File: config.mk
export PLATFORM = sky130hd
export DESIGN_NAME = SafetyControls
export DESIGN_NICKNAME = d
export VERILOG_FILES = /design/src/hornPkg.sv /design/src/safetyPkg.sv /design/src/SafetyControls.sv /design/src/hornRamp.sv /design/src/lampPwm.sv /design/src/lampSequencer.sv /design/src/inputConditioner.sv
export VERILOG_INCLUDE_DIRS = /design/src
export SDC_FILE = /design/constraint.sdc
export NUM_CORES = 1
export LEC_CHECK = 0
export ABC_AREA = 1
export BUFFER_PORTS_ARGS = -buffer_cell sky130_fd_sc_hd__buf_2
export CAP_MARGIN = 20
export CORE_MARGIN = 4
export CORE_UTILIZATION = 55
export CTS_BUF_LIST = sky130_fd_sc_hd__clkbuf_8
export DETAILED_ROUTE_END_ITERATION = 16
export GPL_ROUTABILITY_DRIVEN = 1
export HOLD_SLACK_MARGIN = 0.08
export PLACE_DENSITY = 0.83
export REMOVE_ABC_BUFFERS = 1
export SKIP_LAST_GASP = 1
export SLEW_MARGIN = 20
export SYNTH_ARGS = -nofsm -noshare
export SYNTH_HDL_FRONTEND = slang
export SYNTH_SLANG_ARGS = --single-unit
File: constraint.sdc
create_clock -name CLOCK_50 -period 2.5 [get_ports CLOCK_50]
set_input_delay 0.5 -clock CLOCK_50 [delete_from_list [all_inputs] [get_ports CLOCK_50]]
set_output_delay 0.5 -clock CLOCK_50 [all_outputs]
set_load 0.01 [all_outputs]
File: src/safety_cfg.svh
// Timing constants for debounce, blinker flash, lamp PWM and horn tone
// Defaults are kept small for short simulation runs
`ifndef SAFETY_CFG_SVH
`define SAFETY_CFG_SVH

// Cycles an input must stay stable before the clean value follows
`define DEBOUNCE_CYCLES 4

// On time and off time of one blinker flash
`define BLINK_HALF_CYCLES 16

// Lamp PWM period length
`define PWM_PERIOD 8

// High cycles per PWM period for the dimmed tail lamp
`define TAIL_DUTY 2

// Half period of the horn square tone
`define TONE_HALF_CYCLES 4

// Amplitude change per tone period
`define RAMP_STEP 32

// DAC idle level, mid scale
`define DAC_MID 128

`endif
File: src/hornPkg.sv
// Horn ramp FSM states and DAC sample type
package hornPkg;

    // Amplitude ramp FSM
    typedef enum logic [1:0] {
        rampIdle = 2'd0,
        rampUp   = 2'd1,
        rampHold = 2'd2,
        rampDown = 2'd3
    } rampStateT;

    // One DAC sample, unsigned, idle at mid scale
    typedef struct packed {
        logic [7:0] value;
    } dacSampleT;

endpackage

File: src/safetyPkg.sv
// Button and lamp command structs, blinker and brake lamp enums
package safetyPkg;

    // Conditioned driver inputs, brake already active high
    typedef struct packed {
        logic leftBlink;
        logic rightBlink;
        logic headLight;
        logic horn;
        logic brake;
    } buttonsT;

    // Blinker FSM states
    typedef enum logic [1:0] {
        blinkIdle   = 2'd0,
        blinkLeft   = 2'd1,
        blinkRight  = 2'd2,
        blinkHazard = 2'd3
    } blinkStateT;

    // Brake lamp brightness request
    typedef enum logic [1:0] {
        levelOff  = 2'd0,
        levelTail = 2'd1,
        levelFull = 2'd2
    } brakeLevelT;

    // Lamp command from sequencer to PWM stage, five bits
    typedef struct packed {
        logic       leftOn;
        logic       rightOn;
        logic       headOn;
        brakeLevelT brakeLevel;
    } lampCmdT;

endpackage

File: src/SafetyControls.sv
// Safety control top level, input conditioning to lamp and horn stages
`timescale 1ns/1ps

module SafetyControls (
    input  logic       CLOCK_50,
    input  logic       arstN,
    input  logic       leftBlinker,
    input  logic       rightBlinker,
    input  logic       headLight,
    input  logic       horn,
    // Active low
    input  logic       brakes,
    output logic       leftBlinkerOut,
    output logic       rightBlinkerOut,
    output logic       headLightOut,
    output logic       brakeLightOut,
    output logic [7:0] DACout
);

    safetyPkg::buttonsT cleanButtons;
    safetyPkg::lampCmdT lampCmd;
    hornPkg::dacSampleT dacSample;

    // Sync and debounce, brake flipped to active high here
    inputConditioner uInputConditioner (
        .CLOCK_50    (CLOCK_50),
        .arstN       (arstN),
        .leftBlinker (leftBlinker),
        .rightBlinker(rightBlinker),
        .headLight   (headLight),
        .horn        (horn),
        .brakes      (brakes),
        .cleanButtons(cleanButtons)
    );

    // Blinker FSM and brake level choice
    lampSequencer uLampSequencer (
        .CLOCK_50    (CLOCK_50),
        .arstN       (arstN),
        .cleanButtons(cleanButtons),
        .lampCmd     (lampCmd)
    );

    // Lamp pins
    lampPwm uLampPwm (
        .CLOCK_50       (CLOCK_50),
        .arstN          (arstN),
        .lampCmd        (lampCmd),
        .leftBlinkerOut (leftBlinkerOut),
        .rightBlinkerOut(rightBlinkerOut),
        .headLightOut   (headLightOut),
        .brakeLightOut  (brakeLightOut)
    );

    // Horn runs beside the lamp path
    hornRamp uHornRamp (
        .CLOCK_50(CLOCK_50),
        .arstN   (arstN),
        .hornOn  (cleanButtons.horn),
        .sample  (dacSample)
    );

    assign DACout = dacSample.value;

endmodule

File: src/hornRamp.sv
// Horn amplitude ramp FSM and square tone DAC sample generation
`timescale 1ns/1ps
`include "safety_cfg.svh"

module hornRamp (
    input  logic              CLOCK_50,
    input  logic              arstN,
    input  logic              hornOn,
    output hornPkg::dacSampleT sample
);

    localparam int ToneW = $clog2(2 * `TONE_HALF_CYCLES + 1);

    hornPkg::rampStateT rampState;
    logic [ToneW-1:0]   toneCnt;
    logic [7:0]         amp;
    logic [8:0]         ampSum;
    logic               periodEnd;
    logic               toneHigh;
    logic               atFloor;

    // Tone divider, never stops
    assign periodEnd = (toneCnt == ToneW'(2 * `TONE_HALF_CYCLES - 1));
    assign toneHigh  = (toneCnt < ToneW'(`TONE_HALF_CYCLES));

    // Up step in 9 bits to catch overflow, down step clamps at zero
    assign ampSum  = {1'b0, amp} + 9'(`RAMP_STEP);
    assign atFloor = (amp <= 8'(`RAMP_STEP));

    always_ff @(posedge CLOCK_50 or negedge arstN) begin
        if (!arstN) begin
            toneCnt   <= '0;
            amp       <= '0;
            rampState <= hornPkg::rampIdle;
        end else begin
            toneCnt <= periodEnd ? '0 : toneCnt + 1'b1;
            // Amplitude only moves at tone period boundaries
            if (periodEnd) begin
                if (hornOn && rampState != hornPkg::rampHold) begin
                    amp       <= ampSum[8] ? 8'hff : ampSum[7:0];
                    rampState <= ampSum[8] ? hornPkg::rampHold : hornPkg::rampUp;
                end else if (!hornOn && rampState != hornPkg::rampIdle) begin
                    amp       <= atFloor ? 8'h00 : amp - 8'(`RAMP_STEP);
                    rampState <= atFloor ? hornPkg::rampIdle : hornPkg::rampDown;
                end
            end
        end
    end

    // Square wave around mid scale, half amplitude each side
    always_ff @(posedge CLOCK_50 or negedge arstN) begin
        if (!arstN)
            sample.value <= 8'(`DAC_MID);
        else if (toneHigh)
            sample.value <= 8'(`DAC_MID) + {1'b0, amp[7:1]};
        else
            sample.value <= 8'(`DAC_MID) - {1'b0, amp[7:1]};
    end

endmodule

File: src/lampPwm.sv
// Brake and tail lamp PWM plus registered lamp output drivers
`timescale 1ns/1ps
`include "safety_cfg.svh"

module lampPwm (
    input  logic               CLOCK_50,
    input  logic               arstN,
    input  safetyPkg::lampCmdT lampCmd,
    output logic               leftBlinkerOut,
    output logic               rightBlinkerOut,
    output logic               headLightOut,
    output logic               brakeLightOut
);

    localparam int PwmW = $clog2(`PWM_PERIOD + 1);

    logic [PwmW-1:0] pwmCnt;
    logic            tailHigh;

    // Free running PWM period counter
    always_ff @(posedge CLOCK_50 or negedge arstN) begin
        if (!arstN)
            pwmCnt <= '0;
        else if (pwmCnt == PwmW'(`PWM_PERIOD - 1))
            pwmCnt <= '0;
        else
            pwmCnt <= pwmCnt + 1'b1;
    end

    // Tail lamp lit for the first TAIL_DUTY cycles of each period
    assign tailHigh = (pwmCnt < PwmW'(`TAIL_DUTY));

    // All pins registered so every lamp has the same latency
    always_ff @(posedge CLOCK_50 or negedge arstN) begin
        if (!arstN) begin
            leftBlinkerOut  <= 1'b0;
            rightBlinkerOut <= 1'b0;
            headLightOut    <= 1'b0;
            brakeLightOut   <= 1'b0;
        end else begin
            leftBlinkerOut  <= lampCmd.leftOn;
            rightBlinkerOut <= lampCmd.rightOn;
            headLightOut    <= lampCmd.headOn;
            unique case (lampCmd.brakeLevel)
                safetyPkg::levelFull: brakeLightOut <= 1'b1;
                safetyPkg::levelTail: brakeLightOut <= tailHigh;
                default:              brakeLightOut <= 1'b0;
            endcase
        end
    end

endmodule

File: src/lampSequencer.sv
// Blinker and hazard FSM with flash phase, headlight and brake level select
`timescale 1ns/1ps
`include "safety_cfg.svh"

module lampSequencer (
    input  logic               CLOCK_50,
    input  logic               arstN,
    input  safetyPkg::buttonsT cleanButtons,
    output safetyPkg::lampCmdT lampCmd
);

    localparam int PhW = $clog2(`BLINK_HALF_CYCLES + 1);

    safetyPkg::blinkStateT blinkState;
    safetyPkg::blinkStateT nextState;
    logic [PhW-1:0]        phaseCnt;
    logic                  flashOn;
    logic                  nextFlash;
    logic                  stateChange;
    logic                  halfDone;

    // Both buttons held means hazard
    always_comb begin
        unique case ({cleanButtons.leftBlink, cleanButtons.rightBlink})
            2'b11:   nextState = safetyPkg::blinkHazard;
            2'b10:   nextState = safetyPkg::blinkLeft;
            2'b01:   nextState = safetyPkg::blinkRight;
            default: nextState = safetyPkg::blinkIdle;
        endcase
    end

    assign stateChange = (nextState != blinkState);
    assign halfDone    = (phaseCnt == PhW'(`BLINK_HALF_CYCLES - 1));

    // New state always starts with the lamp lit
    assign nextFlash = stateChange ? 1'b1 : (halfDone ? ~flashOn : flashOn);

    // Flash phase, restarted on every state change
    always_ff @(posedge CLOCK_50 or negedge arstN) begin
        if (!arstN) begin
            blinkState <= safetyPkg::blinkIdle;
            phaseCnt   <= '0;
            flashOn    <= 1'b0;
        end else begin
            blinkState <= nextState;
            flashOn    <= nextFlash;
            if (stateChange || halfDone)
                phaseCnt <= '0;
            else
                phaseCnt <= phaseCnt + 1'b1;
        end
    end

    // Registered command, one cycle behind cleanButtons
    // Hazard drives both lamps from the same flash bit
    always_ff @(posedge CLOCK_50 or negedge arstN) begin
        if (!arstN) begin
            lampCmd <= '0;
        end else begin
            lampCmd.leftOn  <= nextFlash && (nextState == safetyPkg::blinkLeft ||
                                             nextState == safetyPkg::blinkHazard);
            lampCmd.rightOn <= nextFlash && (nextState == safetyPkg::blinkRight ||
                                             nextState == safetyPkg::blinkHazard);
            lampCmd.headOn  <= cleanButtons.headLight;
            // Braking wins over tail light
            if (cleanButtons.brake)
                lampCmd.brakeLevel <= safetyPkg::levelFull;
            else if (cleanButtons.headLight)
                lampCmd.brakeLevel <= safetyPkg::levelTail;
            else
                lampCmd.brakeLevel <= safetyPkg::levelOff;
        end
    end

endmodule

File: src/inputConditioner.sv
// Input synchronizers and per-bit debounce counters
`timescale 1ns/1ps
`include "safety_cfg.svh"

module inputConditioner (
    input  logic               CLOCK_50,
    input  logic               arstN,
    input  logic               leftBlinker,
    input  logic               rightBlinker,
    input  logic               headLight,
    input  logic               horn,
    input  logic               brakes,
    output safetyPkg::buttonsT cleanButtons
);

    localparam int DbW = $clog2(`DEBOUNCE_CYCLES + 1);

    // Raw levels in buttonsT bit order, brake flipped to active high
    logic [4:0] rawVec;
    logic [4:0] syncA;
    logic [4:0] syncB;
    logic [4:0] cleanVec;

    assign rawVec = {leftBlinker, rightBlinker, headLight, horn, ~brakes};

    // Two flop synchronizer on every input
    always_ff @(posedge CLOCK_50 or negedge arstN) begin
        if (!arstN) begin
            syncA <= '0;
            syncB <= '0;
        end else begin
            syncA <= rawVec;
            syncB <= syncA;
        end
    end

    genvar i;
    generate
        for (i = 0; i < 5; i++) begin : gDebounce
            logic [DbW-1:0] stableCnt;
            logic           cleanBit;

            // Count cycles the synced bit differs from the clean bit
            // Any return to the clean value restarts the count
            always_ff @(posedge CLOCK_50 or negedge arstN) begin
                if (!arstN) begin
                    stableCnt <= '0;
                    cleanBit  <= 1'b0;
                end else if (syncB[i] == cleanBit) begin
                    stableCnt <= '0;
                end else if (stableCnt == DbW'(`DEBOUNCE_CYCLES - 1)) begin
                    // Held long enough, accept new level
                    cleanBit  <= syncB[i];
                    stableCnt <= '0;
                end else begin
                    stableCnt <= stableCnt + 1'b1;
                end
            end

            assign cleanVec[i] = cleanBit;
        end
    endgenerate

    assign cleanButtons = safetyPkg::buttonsT'(cleanVec);

endmodule

==> reports/metrics.csv, run 1 <==
metric,value,unit
most used standard cell by instance count after synthesis,sky130_fd_sc_hd__dfrtp_1,
synth-to-layout area growth,14.35,%
total power,3.401,mW
die height,78,um
footprint of the multi-input gates,887.1,um2
quantity of hold-fixing buffers added after cts,0,
Pins Over Slew Limit,0,
Max Cap Viol,0,
highest clock frequency the design can meet,686.0,MHz
Worst setup EP type,primary output,
transition time at the pin with the least slew margin,0.7761,ns
"Distinct cells, synth",28,
IR Drop Worst-Case VDD,0.4944,mV
post-CTS setup repair buffer count,0,
DP HPWL,2672,um
number of optimization iterations in the first detailed-route pass,4,
width of the die,78,um
total track usage,14.35,%
worst-case setup slack after placement,1.049,ns
First DRT Iteration DRCs,78,
routed length per placed instance,11.12,um
clock tree from TritonCTS,built,
Synth area leader,sky130_fd_sc_hd__dfrtp_1,
global-route wire length before repair,6568,um
number of nets in the finished design,287,
post-route cell area,0.003082,mm2
post-synthesis cell count,238,
Clock Latency Late Sink,0.34,ns
per-instance average area after synthesis,11.32,um2
buffer levels on the longest clock path,2,
required arrival time at the worst endpoint,2.00,ns
largest net degree at the start of global routing,39,
most numerous cell types in the synthesized netlist,"sky130_fd_sc_hd__dfrtp_1 (66), sky130_fd_sc_hd__nand2_1 (39), sky130_fd_sc_hd__nor2_1 (23), sky130_fd_sc_hd__inv_1 (22), sky130_fd_sc_hd__ha_1 (16)",
total standard cell area after synthesis,0.002695,mm2
Hold Crit Class,in2async,
"CTS clk-pin slew, worst paths",0.07,ns
sequential-to-total area share from yosys stat,62.26,%
TritonCTS Sinks,67,
final critical-path setup slack,1.042,ns
run status,completed,
Slew headroom,48.26,%
remaining design rule violation count,0,
unrepaired setup endpoints after global routing,no,
synth top area cells,"sky130_fd_sc_hd__dfrtp_1 (61%), sky130_fd_sc_hd__ha_1 (7.4%), sky130_fd_sc_hd__nand2_1 (5.4%), sky130_fd_sc_hd__nor2_1 (3.2%), sky130_fd_sc_hd__inv_1 (3.1%)",
share of synthesized registers carrying an async set or reset,100.0,%
number of synthesized flops with an enable pin,0,
register area,0.001678,mm2
Hold Worst Slack,0.2369,ns
final setup fails,0,
total routed wirelength,3737,um
number of primary I/O pins,19,
largest delay contributor family on the critical path,flip-flops,
antenna diode count,0,
ratio of final minimum period to clock period,58.31,%
worst path buffer plus inverter count,1,
root buffer cell,sky130_fd_sc_hd__clkbuf_8,
LEAKAGE,1.553,nW
post-cts resize count,0,
number of warnings reported in the yosys synthesis log,0,
worst clock skew on the final layout,0.01096,ns
Setup TNS Final,0,ns
Worst Setup Start Kind,register,
total via count after detailed routing,1569,
CTS H-Tree Depth,3,
number of fill cells,346,
count of antenna-violating nets left after detailed routing,0,
most used flip-flop cell after synthesis,sky130_fd_sc_hd__dfrtp_1,
count of input and output buffers,18,
TritonCTS buffer count,9,
final hold vios,0,
critical-path maximum fanout,1,
final global-route overflow total,0,
post-route minimum period,1.458,ns
Avg Vias per Cell,4.670,
fraction of final layout cells sized beyond drive strength 1,21.19,%
starting utilization of the core area,57.06,%
arrival time at the worst endpoint,0.96,ns
die area,0.006084,mm2
cells along the critical path,buf_2,
CP peak stage delay,0.51,ns
"Slowest-stage cell, CP",sky130_fd_sc_hd__dfstp_2,
final weighted congestion in routability-driven placement,0.7392,
register bit count reported by yosys,67,
Pwr Density,1103,mW/mm2
core area,0.004723,mm2
count of standard-cell rows,25,
Yosys top cell area share,61.28,%
number of global-route vias before repair,1572,
antenna violations before repair,0,
"Cell Area, Placed",0.002854,mm2
path type of the worst setup path,reg2out,
-- cells in the final DEF, fill, tap and decap left out, types with 2 or more instances in the layout --
cell / count
sky130_fd_sc_hd__nor3b_1: 5
sky130_fd_sc_hd__a21oi_1: 9
sky130_fd_sc_hd__nand2_4: 2
sky130_fd_sc_hd__xnor2_1: 7
sky130_fd_sc_hd__clkbuf_8: 11
sky130_fd_sc_hd__nand2_1: 39
sky130_fd_sc_hd__nor2_4: 2
sky130_fd_sc_hd__nand3_1: 6
sky130_fd_sc_hd__mux2_2: 3
sky130_fd_sc_hd__xor2_1: 8
sky130_fd_sc_hd__buf_2: 18
sky130_fd_sc_hd__nor3_1: 5
sky130_fd_sc_hd__bufinv_16: 2
sky130_fd_sc_hd__inv_1: 23
sky130_fd_sc_hd__nand2_2: 4
sky130_fd_sc_hd__dfrtp_1: 66
sky130_fd_sc_hd__nor2_1: 23
sky130_fd_sc_hd__o21ai_2: 2
sky130_fd_sc_hd__inv_2: 3
sky130_fd_sc_hd__ha_1: 16
sky130_fd_sc_hd__buf_4: 2
sky130_fd_sc_hd__nor2_2: 2
sky130_fd_sc_hd__o21ai_1: 2
-- through the flow --
stage	std cells	utilization, %
floorplan	233	-
global placement	320	60.42
detailed placement	320	60.42
CTS	336	65.25
global route	336	65.25
finish	336	65.25
-- layout make-up --
class / count / area share [%]
inverters: 26 / 3.248
repair buffers: 20 / 3.410
multi-input cells: 140 / 28.79
flip-flops and latches: 67 / 54.45
clock buffers: 11 / 4.913
clock inverters: 5 / 2.477
well taps: 67 / 2.720
-- registers in the layout (all words and copies together) (netlist names), 4 cells and up --
signal and count:
uLampSequencer.phaseCnt 5, uInputConditioner.gDebounce.stableCnt 15, uHornRamp.sample 6, uInputConditioner.gDebounce.cleanBit 5, uInputConditioner.syncB 5, uLampPwm.pwmCnt 4, uLampSequencer.lampCmd 5, uHornRamp.toneCnt 4
uHornRamp.amp 4, uInputConditioner.syncA 5
-- worst paths after layout --
path	startpoint	to	depth (start not counted)	slack, ns
max	uHornRamp.sample[7]	DACout[7]	1	1.04
min	arstN	uLampSequencer.flashOn	1	0.24
max reg2reg	uLampSequencer.phaseCnt[0]	uLampSequencer.lampCmd[3]	8	1.06
min reg2reg	uLampSequencer.lampCmd[3]	uLampPwm.rightBlinkerOut	0	0.35
max in group asynchronous	arstN	uInputConditioner.gDebounce[1].cleanBit	2	1.55
min in group CLOCK_50	horn	uInputConditioner.syncA[1]	1	0.27
-- report_power, final --
part           switching (mW)  internal [mW]
Sequential              0.192           1.35
Clock                   0.385          0.610
Combinational           0.489          0.370
Total                    1.07           2.33
-- per-layer routing --
metal | share of wire (%) | vias up | global-route usage, % | wire length [um]
met5 | 0 | - | 0 | 0
met4 | 1.8 | 0 | 7.343 | 66
met3 | 3.9 | 6 | 6.613 | 146
met2 | 50 | 18 | 23.03 | 1876
met1 | 44 | 748 | 16.00 | 1648
li1 | - | 797 | - | -
-- cells by family (layout without fill, tap and decap cells) --
logic type	after synthesis	after routing	share of synthesized area, %
adders and majority gates	16	16	7.428
and+or+nand+nor	90	90	15.97
xor gates and xnor gates	15	15	4.875
buffers and inverters	31	62	4.828
DFF	67	67	62.26
AOI/OAI and AO/OA	16	16	3.389
muxes	3	3	1.253
Power figures use the tool's default switching activity.
==> run 2: changes to the inputs <==
--- a/config.mk
+++ b/config.mk
@@ -15,7 +15,7 @@
 export DETAILED_ROUTE_END_ITERATION = 16
 export GPL_ROUTABILITY_DRIVEN = 1
 export HOLD_SLACK_MARGIN = 0.08
-export PLACE_DENSITY = 0.83
+export PLACE_DENSITY = 0.86
 export REMOVE_ABC_BUFFERS = 1
 export SKIP_LAST_GASP = 1
 export SLEW_MARGIN = 20
==> constraint.sdc (replaced) <==
create_clock -name CLOCK_50 -period 1.3 [get_ports CLOCK_50]
set_input_delay 0.26 -clock CLOCK_50 [delete_from_list [all_inputs] [get_ports CLOCK_50]]
set_output_delay 0.26 -clock CLOCK_50 [all_outputs]
set_load 0.01 [all_outputs]
==> run 2 against run 1 <==
Largest cell class unchanged. Largest power group unchanged. Total power rose by 110%. Critical path depth rose by 8. Clock skew fell by 0.0039 ns. The run now ends with setup timing left. Sequential share of layout area fell by 5.0 points. Worst hold slack improved by 0.11 ns. Sequential power rose by 93%. Clock power rose by 82%. Via count rose by 9.4%. Wire length rose by 29%. Global-route usage rose by 2.5 points. Non-clock buffer count rose by 20. Highest routed layer unchanged.
==> reports/metrics.csv, run 2 (synthesis gave the netlist of run 1 again) <==
metric,value,unit,change
met3 track demand over resource in global routing,3.944,%,-2.7 points
proportion of power drawn by the clock network,25.4,%,-3.9 points
total track usage,16.88,%,+2.5 points
non-filler instance count after layout,356,,+6.0%
number of optimization iterations in the first detailed-route pass,4,,unchanged
worst-case setup slack after placement,-0.1331,ns,-1.183 ns
LEAKAGE,1.681,nW,+8.2%
path type of the worst setup path,reg2reg,,
synth-to-layout area growth,25.91,%,
final critical-path setup slack,-0.08086,ns,-1.123 ns
TritonCTS buffer count,9,,unchanged
highest clock frequency the design can meet,724.2,MHz,
antenna diode count,0,,unchanged
register share of total power,42.0,%,-3.5 points
number of global-route vias before repair,1761,,+12%
TritonCTS Sinks,67,,unchanged
Largest regs,"uInputConditioner.gDebounce.stableCnt (15), uHornRamp.sample (6)",,
buffer levels on the longest clock path,2,,unchanged
clock tree from TritonCTS,built,,
starting utilization of the core area,57.06,%,unchanged
post-route minimum period,1.381,ns,
final setup fails,4,,+4
GRT met1 Usage,17.39,%,+1.4 points
core area,0.004723,mm2,unchanged
fraction of final layout cells sized beyond drive strength 1,32.53,%,+11 points
count of input and output buffers,18,,unchanged
Max Cap Viol,0,,unchanged
Gate power share,32.6,%,+7.3 points
DP HPWL,2919,um,+9.3%
largest net degree at the start of global routing,28,,-28%
Clock Latency Late Sink,0.34,ns,about the same
Worst Setup Start Kind,register,,
die area,0.006084,mm2,unchanged
Worst setup EP type,register,,
required arrival time at the worst endpoint,1.53,ns,-0.47 ns
number of nets in the finished design,307,,+7.0%
width of the die,78,um,unchanged
total via count after detailed routing,1717,,+9.4%
Pwr Density,2097,mW/mm2,+90%
total power,7.117,mW,+110%
Placed Cells,326,,+1.9%
arrival time at the worst endpoint,1.61,ns,+0.65 ns
violated checks,setup timing,,
total routed wirelength,4821,um,+29%
worst clock skew on the final layout,0.007086,ns,-0.003872 ns
net switching fraction of the power,33.62,%,+2.3 points
"commonest non-fill, non-tap cell in the layout",sky130_fd_sc_hd__dfrtp_1,,
root buffer cell,sky130_fd_sc_hd__clkbuf_8,,
routed length per placed instance,13.54,um,+22%
ratio of final minimum period to clock period,106.2,%,
IR Drop Worst-Case VDD,1.092,mV,+120%
First DRT Iteration DRCs,106,,+36%
final global-route overflow total,0,,unchanged
critical-path maximum fanout,5,,+4
"CTS clk-pin slew, worst paths",0.07,ns,about the same
Setup TNS Final,-0.1945,ns,-0.1945 ns
Hold Crit Class,reg2reg,,
global-route wire length before repair,7679,um,+17%
internal power of the cells,4.724,mW,+100%
transition time at the pin with the least slew margin,0.3611,ns,-0.4150 ns
"flip-flop count of the largest register, all copies and words added",15,,unchanged
Pins Over Slew Limit,0,,unchanged
register area,0.001679,mm2,about the same
layer with the highest usage after global routing,met2,,
"commonest non-fill, non-tap cells in the layout","sky130_fd_sc_hd__dfrtp_1 (65), sky130_fd_sc_hd__nand2_1 (32), sky130_fd_sc_hd__nor2_1 (22), sky130_fd_sc_hd__inv_1 (19), sky130_fd_sc_hd__buf_2 (18)",,
Slew headroom,75.93,%,+28 points
number of primary I/O pins,19,,unchanged
CTS H-Tree Depth,3,,unchanged
met2 Use GR,29.97,%,+6.9 points
count of standard-cell rows,25,,unchanged
remaining design rule violation count,0,,unchanged
Switch Pwr,2.393,mW,+120%
footprint of the multi-input gates,0.001016,mm2,+15%
final weighted congestion in routability-driven placement,0.8031,,+8.6%
die height,78,um,unchanged
Avg Vias per Cell,4.823,,+3.3%
largest register by flop count,uInputConditioner.gDebounce.stableCnt,,
unrepaired setup endpoints after global routing,yes,,
run status,"complete, but fails checks",,
count of antenna-violating nets left after detailed routing,0,,unchanged
antenna violations before repair,0,,unchanged
final hold vios,0,,unchanged
number of fill cells,280,,-19%
[run 2: worst paths after layout]
path / from / end / slack, ns / cells past startpoint
worst max register to register: uHornRamp.amp[5] / uHornRamp.amp[3] / -0.08 / 9
min in group asynchronous: arstN / uInputConditioner.gDebounce[3].stableCnt[0] / 0.36 / 2
worst min-delay path: uInputConditioner.syncA[4] / uInputConditioner.syncB[4] / 0.34 / 0
worst max-delay path: uHornRamp.amp[5] / uHornRamp.amp[3] / -0.08 / 9
worst min register to register: uInputConditioner.syncA[4] / uInputConditioner.syncB[4] / 0.34 / 0
max in group asynchronous: arstN / uHornRamp.amp[5] / 0.42 / 3
[run 2: worst max-delay path, cell delays in order, from the launching register on]
cell and delay (ns):
sky130_fd_sc_hd__dfrtp_2 0.48, sky130_fd_sc_hd__buf_12 0.13, sky130_fd_sc_hd__ha_4 0.12, sky130_fd_sc_hd__nand2_2 0.05
sky130_fd_sc_hd__nand2_2 0.07, sky130_fd_sc_hd__nand2_4 0.07, sky130_fd_sc_hd__nand2_2 0.09, sky130_fd_sc_hd__nand2_2 0.05
sky130_fd_sc_hd__o21bai_1 0.14, sky130_fd_sc_hd__nand2_1 0.07
[run 2: what timing repair did]
item | CTS | global route
hold buffers | 6 | 0
resized for setup | 8 | 24
setup buffers | 3 | 5
pin swaps | 8 | 14
endpoints found under the hold margin | 17 | 0
cloned | 0 | 0
endpoints found under the setup margin | 10 | 10
[run 2: routing by layer]
metal	vias to the layer above	share of wire [%]
met5	-	0
met4	0	3.1
met3	12	2.2
met2	18	55
met1	848	40
li1	839	-
[run 2: area by class of cell]
class                           count  area share [%]
Clock buffer                       12           4.867
Clock inverter                      4           1.401
Inverter                           26           3.024
Multi-Input combinational cell    140           29.94
Sequential cell                    67           49.48
Tap cell                           67           2.471
Timing Repair Buffer               40           8.813
[run 2: stage by stage]
step,utilization (%),hold WS (ns),cell area (um2)
after floorplan,-,-0.03559,2665
after global placement,61.64,0.1780,2912
after detailed placement,61.64,0.1831,2912
after CTS,68.42,0.3464,3232
after global routing,71.84,0.3575,3393
final,71.84,0.3432,3393
[run 2: power by group through the flow]
stage                     Sequential [mW]  Combinational (mW)  Clock, mW
after floorplan                      3.00                1.23          0
after global placement               2.96                1.72          0
after CTS                            2.95                1.92       1.83
final                                2.99                2.32       1.81
after global routing                 3.04                2.61       1.96
after detailed placement             2.99                1.80          0
